==> config.mk <==
export PLATFORM = sky130hd
export DESIGN_NAME = mul_cluster
export DESIGN_NICKNAME = d
export VERILOG_FILES = /design/src/hw/mul_pkg.sv /design/src/hw/mul_issue_queue.sv /design/src/hw/mul_unit.sv /design/src/hw/mul_wb_buffer.sv /design/src/hw/mul_cluster.sv
export SDC_FILE = /design/constraint.sdc
export NUM_CORES = 2
export LEC_CHECK = 0
export BUFFER_PORTS_ARGS = -buffer_cell sky130_fd_sc_hd__buf_2
export CAP_MARGIN = 30
export CORE_MARGIN = 8
export CORE_UTILIZATION = 55
export CTS_CLUSTER_DIAMETER = 30
export DETAILED_ROUTE_END_ITERATION = 6
export PLACE_DENSITY = 0.85
export SETUP_SLACK_MARGIN = 0.5
export SLEW_MARGIN = 20
export SYNTH_ARGS = -nofsm -noshare
export SYNTH_HDL_FRONTEND = slang
export SYNTH_HIERARCHICAL = 1
export SYNTH_SLANG_ARGS = --single-unit
==> constraint.sdc <==
create_clock -name clk -period 7.9 [get_ports clk]
set_input_delay 0.79 -clock clk [delete_from_list [all_inputs] [get_ports clk]]
set_output_delay 0.79 -clock clk [all_outputs]
set_load 0.05 [all_outputs]
==> src/hw/mul_pkg.sv <==
// Shared types for the RV32M multiply cluster; ids are 4 bits, so at most 16 tags in flight
package mul_pkg;

    //////////////////////////////
    // Plain vector types
    //////////////////////////////

    typedef logic [31:0] word_t;      // One rs1/rs2/rd word
    typedef logic [3:0]  instr_id_t;  // Tag from the core, returned with the result

    //////////////////////////////
    // Operation code
    //////////////////////////////

    // Low two bits of funct3 for the multiply group
    typedef enum logic [1:0] {
        MUL_OP_MUL    = 2'b00,  // Low 32 bits, sign irrelevant
        MUL_OP_MULH   = 2'b01,  // High, signed x signed
        MUL_OP_MULHSU = 2'b10,  // High, signed x unsigned
        MUL_OP_MULHU  = 2'b11   // High, unsigned x unsigned
    } mul_op_t;

    //////////////////////////////
    // Request and result
    //////////////////////////////

    // Issue side request, 70 bits
    typedef struct packed {
        word_t     rs1;
        word_t     rs2;
        mul_op_t   op;
        instr_id_t id;
    } mul_req_t;

    // Writeback result, 36 bits
    typedef struct packed {
        word_t     rd;   // Selected half of the product
        instr_id_t id;   // Same id the request carried
    } mul_res_t;

    //////////////////////////////
    // Issue queue state
    //////////////////////////////

    // Only the issue queue tracks this
    typedef enum logic [1:0] {
        FIFO_INIT,     // Held in or just out of reset, no pushes yet
        FIFO_EMPTY,
        FIFO_PARTIAL,
        FIFO_FULL
    } fifo_state_t;

endpackage

==> src/hw/mul_issue_queue.sv <==
// Request FIFO, FIFO_DEPTH a power of two >= 2; an entry pops one cycle after it lands, no bypass
module mul_issue_queue #(
    parameter int FIFO_DEPTH = 4
) (
    input  logic              clk,
    input  logic              rst,
    input  mul_pkg::mul_req_t in_req,
    input  logic              in_valid,
    output logic              in_ready,
    output mul_pkg::mul_req_t out_req,
    output logic              out_valid,
    input  logic              out_ready
);

    localparam int PTR_W = $clog2(FIFO_DEPTH);
    localparam int CNT_W = PTR_W + 1;  // Must reach FIFO_DEPTH

    typedef logic [PTR_W-1:0] ptr_t;
    typedef logic [CNT_W-1:0] cnt_t;

    localparam cnt_t FULL_CNT = cnt_t'(FIFO_DEPTH);

    mul_pkg::mul_req_t    mem [FIFO_DEPTH];  // Payload storage
    ptr_t                 wr_ptr;
    ptr_t                 rd_ptr;
    cnt_t                 count;       // Entries stored
    cnt_t                 count_next;
    cnt_t                 avail;       // Entries old enough to pop
    logic                 pushed_q;    // Push of last cycle, not yet visible
    logic                 push;
    logic                 pop;
    mul_pkg::fifo_state_t state;
    mul_pkg::fifo_state_t state_next;

    assign push = in_valid & in_ready;
    assign pop  = out_valid & out_ready;

    // Full queue still takes a request on the cycle it pops one
    assign in_ready = (state == mul_pkg::FIFO_EMPTY) | (state == mul_pkg::FIFO_PARTIAL)
                    | ((state == mul_pkg::FIFO_FULL) & pop);

    assign out_valid = (avail != '0);
    assign out_req   = mem[rd_ptr];  // Oldest entry

    assign count_next = count + cnt_t'(push) - cnt_t'(pop);

    always_comb begin
        if (count_next == '0)
            state_next = mul_pkg::FIFO_EMPTY;
        else if (count_next == FULL_CNT)
            state_next = mul_pkg::FIFO_FULL;
        else
            state_next = mul_pkg::FIFO_PARTIAL;
    end

    // Storage write
    always_ff @(posedge clk) begin
        if (push)
            mem[wr_ptr] <= in_req;
    end

    always_ff @(posedge clk) begin
        if (rst) begin
            wr_ptr   <= '0;
            rd_ptr   <= '0;
            count    <= '0;
            avail    <= '0;
            pushed_q <= 1'b0;
            state    <= mul_pkg::FIFO_INIT;  // Keeps in_ready low
        end else begin
            if (push)
                wr_ptr <= wr_ptr + 1'b1;  // Wraps at FIFO_DEPTH
            if (pop)
                rd_ptr <= rd_ptr + 1'b1;
            count    <= count_next;
            avail    <= avail + cnt_t'(pushed_q) - cnt_t'(pop);  // Lags count by one push
            pushed_q <= push;
            state    <= state_next;
        end
    end

endmodule

==> src/hw/mul_unit.sv <==
// Three-stage RV32M multiplier; holds three requests, no flush, results leave in issue order
module mul_unit (
    input  logic              clk,
    input  logic              rst,
    input  mul_pkg::mul_req_t issue_req,
    input  logic              issue_valid,
    output logic              issue_ready,
    output mul_pkg::mul_res_t wb_res,
    output logic              wb_valid,
    input  logic              wb_accepted
);

    typedef logic signed [32:0] opnd_ext_t;  // Operand plus sign or zero bit
    typedef logic signed [65:0] product_t;   // Full 33x33 product

    logic [2:0]          valid;    // Per stage occupancy
    logic [2:0]          advance;  // Stage may load this edge
    logic                issue;
    logic                rs1_signed;
    logic                rs2_signed;
    opnd_ext_t           rs1_ext;
    opnd_ext_t           rs2_ext;

    // Stage 1 registers
    opnd_ext_t           rs1_s1;
    opnd_ext_t           rs2_s1;
    logic                high_s1;
    mul_pkg::instr_id_t  id_s1;

    // Stage 2 registers
    product_t            prod_s2;
    logic                high_s2;
    mul_pkg::instr_id_t  id_s2;

    // Stage 3 registers
    product_t            prod_s3;
    logic                high_s3;
    mul_pkg::instr_id_t  id_s3;

    //////////////////////////////
    // Stall chain
    //////////////////////////////

    // A stage loads when it is empty or its contents move on
    assign advance[2] = wb_accepted | ~valid[2];
    assign advance[1] = advance[2] | ~valid[1];
    assign advance[0] = advance[1] | ~valid[0];

    // Some stage free, or the last one leaving this edge
    assign issue_ready = advance[0];
    assign issue       = issue_valid & issue_ready;

    always_ff @(posedge clk) begin
        if (rst) begin
            valid <= '0;
        end else begin
            if (advance[0])
                valid[0] <= issue_valid;
            if (advance[1])
                valid[1] <= valid[0];
            if (advance[2])
                valid[2] <= valid[1];
        end
    end

    //////////////////////////////
    // Operand extension
    //////////////////////////////

    // Sign rules per funct3; MUL low half comes out the same either way
    assign rs1_signed = (issue_req.op == mul_pkg::MUL_OP_MULH)
                      | (issue_req.op == mul_pkg::MUL_OP_MULHSU);
    assign rs2_signed = (issue_req.op == mul_pkg::MUL_OP_MUL)
                      | (issue_req.op == mul_pkg::MUL_OP_MULH);

    assign rs1_ext = {issue_req.rs1[31] & rs1_signed, issue_req.rs1};
    assign rs2_ext = {issue_req.rs2[31] & rs2_signed, issue_req.rs2};

    //////////////////////////////
    // Datapath
    //////////////////////////////

    // Stage 1, loaded only on a real issue
    always_ff @(posedge clk) begin
        if (issue) begin
            rs1_s1  <= rs1_ext;
            rs2_s1  <= rs2_ext;
            high_s1 <= (issue_req.op != mul_pkg::MUL_OP_MUL);  // Any H op wants [63:32]
            id_s1   <= issue_req.id;
        end
    end

    // Stage 2, signed multiply of the extended operands
    always_ff @(posedge clk) begin
        if (advance[1]) begin
            prod_s2 <= rs1_s1 * rs2_s1;
            high_s2 <= high_s1;
            id_s2   <= id_s1;
        end
    end

    // Stage 3, held while writeback stalls
    always_ff @(posedge clk) begin
        if (advance[2]) begin
            prod_s3 <= prod_s2;
            high_s3 <= high_s2;
            id_s3   <= id_s2;
        end
    end

    //////////////////////////////
    // Writeback side
    //////////////////////////////

    assign wb_valid  = valid[2];
    assign wb_res.rd = high_s3 ? prod_s3[63:32] : prod_s3[31:0];  // Bits 65:64 are sign only
    assign wb_res.id = id_s3;

endmodule

==> src/hw/mul_wb_buffer.sv <==
// Two-entry writeback skid buffer; out_accepted is only meaningful while out_valid is high
module mul_wb_buffer (
    input  logic              clk,
    input  logic              rst,
    input  mul_pkg::mul_res_t in_res,
    input  logic              in_valid,
    output logic              in_accepted,
    output mul_pkg::mul_res_t out_res,
    output logic              out_valid,
    input  logic              out_accepted
);

    mul_pkg::mul_res_t main_res;    // Front result, seen by writeback
    mul_pkg::mul_res_t skid_res;    // Second result while front waits
    logic              main_valid;
    logic              skid_valid;  // Only set while main_valid is set
    logic              push;
    logic              pop;

    // Registered, so consumer stalls never reach the multiplier combinationally
    assign in_accepted = ~skid_valid;

    assign push = in_valid & in_accepted;
    assign pop  = main_valid & out_accepted;

    assign out_valid = main_valid;
    assign out_res   = main_res;

    //////////////////////////////
    // Control
    //////////////////////////////

    always_ff @(posedge clk) begin
        if (rst) begin
            main_valid <= 1'b0;
            skid_valid <= 1'b0;
        end else begin
            if (~main_valid | pop)
                main_valid <= skid_valid | push;  // Refill from skid first
            if (skid_valid & pop)
                skid_valid <= 1'b0;  // Skid moves to main
            else if (push & main_valid & ~pop)
                skid_valid <= 1'b1;  // Front is stuck, park the new one
        end
    end

    //////////////////////////////
    // Payload
    //////////////////////////////

    always_ff @(posedge clk) begin
        if (~main_valid | pop) begin
            if (skid_valid)
                main_res <= skid_res;
            else if (push)
                main_res <= in_res;
        end
        if (push & main_valid & ~pop)
            skid_res <= in_res;
    end

endmodule

==> src/hw/mul_cluster.sv <==
// RV32M multiply cluster top; in-order results, req_ready low in reset and one cycle after
module mul_cluster #(
    parameter int FIFO_DEPTH = 4  // Issue queue entries, power of two >= 2
) (
    input  logic              clk,
    input  logic              rst,

    // Issue side, valid/ready
    input  mul_pkg::mul_req_t req,
    input  logic              req_valid,
    output logic              req_ready,

    // Writeback side, valid/accepted
    output mul_pkg::mul_res_t res,
    output logic              res_valid,
    input  logic              res_accepted
);

    mul_pkg::mul_req_t q_req;             // Queue head
    logic              q_valid;
    logic              issue_ready;       // Pipeline can take q_req
    mul_pkg::mul_res_t mul_res;           // Stage 3 result
    logic              mul_res_valid;
    logic              mul_res_accepted;  // Skid slot free

    //////////////////////////////
    // Issue queue
    //////////////////////////////

    mul_issue_queue #(
        .FIFO_DEPTH (FIFO_DEPTH)
    ) mul_issue_queue_i (
        .clk       (clk),
        .rst       (rst),
        .in_req    (req),
        .in_valid  (req_valid),
        .in_ready  (req_ready),
        .out_req   (q_req),
        .out_valid (q_valid),
        .out_ready (issue_ready)
    );

    // Multiplier pipeline
    mul_unit mul_unit_i (
        .clk         (clk),
        .rst         (rst),
        .issue_req   (q_req),
        .issue_valid (q_valid),
        .issue_ready (issue_ready),
        .wb_res      (mul_res),
        .wb_valid    (mul_res_valid),
        .wb_accepted (mul_res_accepted)
    );

    // Writeback buffer
    mul_wb_buffer mul_wb_buffer_i (
        .clk          (clk),
        .rst          (rst),
        .in_res       (mul_res),
        .in_valid     (mul_res_valid),
        .in_accepted  (mul_res_accepted),
        .out_res      (res),
        .out_valid    (res_valid),
        .out_accepted (res_accepted)
    );

endmodule

; After elaboration in Yosys (flattened, before gate mapping)
; Memories as Yosys holds them, arrays and structs flattened. A register that Yosys moved wholly into a read port is not among the register bits.
; Index checks and enable logic that the tools add are counted.
[totals]
out_inout_bits = 38
memories = 1
input_bits = 74
ram_bits = 280
regBits = 299
[op_classes]
mul = 1
reduce_logical = 8
n_addsub = 6
n_bitwise = 25
n_eq_ne = 6
n_mux = 9
[memory_table]
columns = memory, words, width, read_ports, rd_ports_with_merged_regs, wr, line
row1 = mul_issue_queue_i.mem, 4, 70, 1, 1, 1, mul_issue_queue.sv:23  ; mul_pkg::mul_req_t mem [FIFO_DEPTH];
[ops]
columns = cell, count
row1 = $mux 36, 2
row2 = $mul 33x33->64, 1
row3 = $mux 32, 1
row4 = $and 1x1->1, 10
row5 = $or 1x1->1, 9
row6 = $add 3x1->3, 2
row7 = $eq 2x2->1 const B, 3
row8 = $not 1->1, 6
row9 = $sub 3x1->3, 2
row10 = $add 2x1->2 const B, 2
row11 = $eq 2x1->1 const B, 2
row12 = $mux 1, 4
row13 = $mux 2, 2
row14 = $reduce_bool 2->1, 2
row15 = $reduce_or 2->1, 2
row16 = $eq 3x3->1 const B, 1
row17 = $logic_not 3->1, 1
row18 = $reduce_bool 3->1, 1
row19 = $logic_not 2->1, 1
row20 = $reduce_and 2->1, 1

; Depth between registers and ports, before layout
[logic_depth]
ltp_word = 13
mapped_depth = 28
mapped_depth_nobuf = 26

; Modules after synthesis
; Netlist, hierarchy kept.
[modules_own_cells]
columns = module, cells_per_inst, instances, area_per_inst_um2
row1 = mul_unit, 4426, 1, 45263.4
row2 = mul_issue_queue, 438, 1, 10784.1
row3 = mul_wb_buffer, 123, 1, 2871.5

; Worst setup path after synthesis
; Ideal clock, no wire load.
[synth_path]
path_kind = register -> register
from = register mul_unit_i.rs1_s1[32]
to = register mul_unit_i.prod_s2[60], data pin
stages_incl_launch_ff = 26
path_slack_ns = -0.099
t_arrival_ns = 7.726
setup_ns = 0.272
period_less_slack_ns = 7.999
path_cell_list = edfxtp_1 > clkbuf_1 > nand2_1 > inv_1 > fa_1 > fa_1 > fa_1 > inv_1 > fa_1 > inv_1 > fa_1 > fa_1 > fa_1 > inv_1 > fa_1 > inv_1 > ha_1 > a21o_1 > a21o_1 > a21o_1 > a21o_1 > a21o_1 > a21oi_1 > nor3_1 > a211oi_1 > o311ai_1
[synth_via]
elab_chain_len = 1
[synth_lines]
columns = item, line
row1 = "start, declared", mul_unit.sv:25  ; opnd_ext_t rs1_s1;
row2 = "start signal, assigned", mul_unit.sv:86  ; rs1_s1 <= rs1_ext;
row3 = $mul 33x33->64, mul_unit.sv:96  ; prod_s2 <= rs1_s1 * rs2_s1;
row4 = "end signal, assigned", mul_unit.sv:96
row5 = "end, declared", mul_unit.sv:31  ; product_t prod_s2;
; Every way passes these cells.
; A chain may end at the register's enable or synchronous reset.

; Worst setup path in the final report
[layout_path]
from = register mul_unit_i.rs2_s1[1]
to = register mul_unit_i.prod_s2[62], data pin
[layout_via]
elab_chain_len = 1
[layout_lines]
columns = item, line
row1 = "start, declared", mul_unit.sv:26  ; opnd_ext_t rs2_s1;
row2 = "start signal, assigned", mul_unit.sv:87  ; rs2_s1 <= rs2_ext;
row3 = $mul 33x33->64, mul_unit.sv:96
; Every way passes these cells.

==> metrics.csv <==
stage;metric;value;unit
status;status;finished, final reports clean;
sta;Least-Margin Pin Slew;0.897;ns
sta;fmax;128;MHz
detailed_routing;total number of vias;37900;
detailed_routing;# DRC;0;
setup_path;Reg2Reg Depth;28;
hold_path;Worst Hold Class;in -> reg;
sta;fin. max-slew vios;0;
run;Max Cap Viol;0;
floorplanning;Starting Density;55.3;%
sta;worst hold slack;0.283;ns
finish;fin nets;6691;
global_routing;number of global-route vias before repair;42200;
detailed_routing;drt first pass iters;5;
setup_path;CP max stage cell;fa_1;
synth;FF+latch count, synth;581;
synth;post-synthesis cell area;58900;um2
sta;Tcrit/Tclk final;98.9;%
synth;Yosys cell types;73;
synth;top cell type by total area after synthesis;fa_1;
setup_path;Crit Path Category;reg -> reg;
synth;top-area cell type share of the netlist area;38.3;%
clock_tree;CTS Buffer Depth;3;
setup_path;Most common cell on crit path;fa_1;
clock_tree;Clock transition at path regs;0.06;ns
synth;Area contributors post-synth;fa_1 38%, edfxtp_1 29%, inv_1 7.1%, and2_1 5.8%, ha_1 4.7%;
setup_path;Critical Path RT;8.32;ns
finish;area grow syn2layout;14.9;%
synth;top_reg_cell synth;edfxtp_1;
floorplanning;Ports;112;
hold_path;hold path depth;1;
floorplanning;height of the die;343;um
synth;number of synthesized flops with an enable pin;561;
synth;most frequent cells after synthesis;1127 x fa_1, 1113 x inv_1, 561 x edfxtp_1;
place;DP HPWL;108000;um
global_routing;GRT Residual Overflow;0;
synth;Avg Cell Area, Syn;11.8;um2
synth;Seq/Total Area, Yosys;29.3;%
sta;unrepaired setup endpoints after global routing;yes;
synth;Post-Syn Nets;6411;
floorplanning;Die Area;118000;um2
detailed_routing;per-cell routed wire length;21.7;um
detailed_routing;total wire length;147000;um
setup_path;r2r setup slk;0.09;ns
sta;min Tclk post-route;7.81;ns
clock_tree;Clock H-tree levels;3;
setup_path;Crit path arrival time;8.23;ns
detailed_routing;initial detailed-routing violation count;3390;
clock_tree;Post-CTS Hold Fix Bufs;0;
floorplanning;# rows;120;
detailed_routing;Final ANT Viol Nets;0;
sta;Post-Route Skew;0.105;ns
global_routing;Tot GR Track Use;24.8;%
setup_path;crit path max fanout;7;
floorplanning;Horiz. Die Dim;343;um
setup_path;CP max stage delay;0.55;ns
setup_path;critical path launch point type;flip-flop;
clock_tree;TritonCTS Sinks;581;
sta;relative slew slack;40.2;%
synth;yosys warns;6;
global_routing;pin count of the biggest net entering global routing;70;
place;pre-CTS WS;0.00883;ns
clock_tree;clock buffer count from CTS;100;
clock_tree;CTS Root Cell;clkbuf_16;
global_routing;initial antenna violation count;6;
sta;Setup-failing EPs final;0;
sta;Fin. Hold Viols;0;
clock_tree;clock latency on the worst-skew pair;0.72;ns
synth;Async SR Flop Fraction;0;%
finish;share of layout cells above drive strength 1;17.6;%
synth;most frequent cell after synthesis;fa_1;
synth;Post-Syn Instances;4987;
place;IO buf count;111;
detailed_routing;Avg Vias per Cell;5.61;
sta;final worst slack;0.0894;ns
setup_path;CP endpoint kind;flip-flop;
global_routing;first-pass GRT wire length;228000;um
clock_tree;CTS tree;built;
place;gp weighted congestion;0.970;
floorplanning;total core area;107000;um2
sta;setup tns final;0;ns
## critical path, delay by kind of cell, from the launching register on
kind	cells	cell delay, ns
AOI/OAI and AO/OA	5	1.07
xor gates and xnor gates	1	0.15
adders and majority gates	9	4.36
buffers and inverters	10	1.03
DFF	1	0.45
and+or+nand+nor	3	0.45
## area by class of cell
| class | instances | area [um2] |
|---|---|---|
| Antenna cell | 2 | 5.00 |
| Timing Repair Buffer | 414 | 3440 |
| Fill cell | 7344 | 38900 |
| Tap cell | 1403 | 1760 |
| Clock inverter | 84 | 1060 |
| Sequential cell | 581 | 17300 |
| Inverter | 1113 | 4190 |
| Clock buffer | 103 | 2510 |
| Multi-Input combinational cell | 3057 | 37500 |
## state kept, by name (all words and copies together), names as in the netlist, 4 cells and up, named ones only
| register | flops |
|---|---|
| mul_issue_queue_i/mem | 280 |
| mul_unit_i/id_s1 | 4 |
| mul_unit_i/id_s2 | 4 |
| mul_unit_i/id_s3 | 4 |
| mul_unit_i/prod_s2 | 64 |
| mul_unit_i/prod_s3 | 64 |
| mul_unit_i/rs1_s1 | 33 |
| mul_unit_i/rs2_s1 | 33 |
| mul_wb_buffer_i/out_res | 36 |
| mul_wb_buffer_i/skid_res | 36 |
## final timing paths
check                               from                      endpoint
hold / removal                   req[12]  mul_issue_queue_i/mem[2][12]
setup / recovery    mul_unit_i/rs2_s1[1]        mul_unit_i/prod_s2[62]
setup reg to reg    mul_unit_i/rs2_s1[1]        mul_unit_i/prod_s2[62]
hold reg to reg   mul_unit_i/prod_s2[60]        mul_unit_i/prod_s3[60]
## through the flow
stage	instance area (um2)	util (%)	cells
after floorplan	59000	-	4987
after global placement	62000	58.2	6459
after detailed placement	62000	58.2	6459
after CTS	66900	62.7	6716
after global routing	67700	63.5	6757
final	67700	63.5	6757
## per-layer routing
metal / routed length (um) / vias to the layer above / track usage, %
met4: 7450 / 6 / 10.9
met5: 39 / - / 0
met2: 69600 / 2231 / 40.6
li1: - / 15800 / -
met1: 54500 / 19300 / 30.9
met3: 15400 / 581 / 6.95
## layout by cell type (no fill, tap or decap), types with 24 or more instances in the layout
cell | synthesis | layout
buf_2 | 8 | 112
edfxtp_1 | 561 | 561
mux4_2 | 70 | 70
nor2b_1 | 34 | 32
a21oi_1 | 72 | 51
mux2_4 | 36 | 36
buf_12 | 3 | 24
ha_1 | 223 | 200
inv_1 | 1113 | 1079
fa_1 | 1127 | 1084
inv_2 | 0 | 30
a21o_1 | 27 | 27
fa_2 | 0 | 43
xnor2_1 | 60 | 56
nand2_1 | 549 | 540
nor2_1 | 49 | 45
buf_4 | 0 | 234
buf_6 | 1 | 33
and2_1 | 549 | 535
mux2_2 | 33 | 33
clkbuf_16 | 0 | 102
## cells by family (layout without fill, tap and decap cells)
| family | count (synthesis) | after routing | share of synthesized area, % |
|---|---|---|---|
| buf+inv | 1349 | 1714 | 8.73 |
| xor+xnor | 79 | 79 | 1.17 |
| compound gates | 216 | 216 | 2.61 |
| fa+ha+maj | 1350 | 1350 | 43.0 |
| simple gates | 1271 | 1271 | 10.9 |
| other cells | 0 | 2 | 0 |
| mux | 141 | 141 | 4.26 |
| flops | 581 | 581 | 29.3 |
## repair_timing
item | in CTS | in global routing
gates resized for setup | 131 | 125
pin swaps | 90 | 90
setup endpoints to repair | 33 | 36
setup buffers | 64 | 37
cloned | 6 | 2
Power is not shown: default switching activity piles up to over one toggle a cycle in this logic, so the estimate is an artifact.
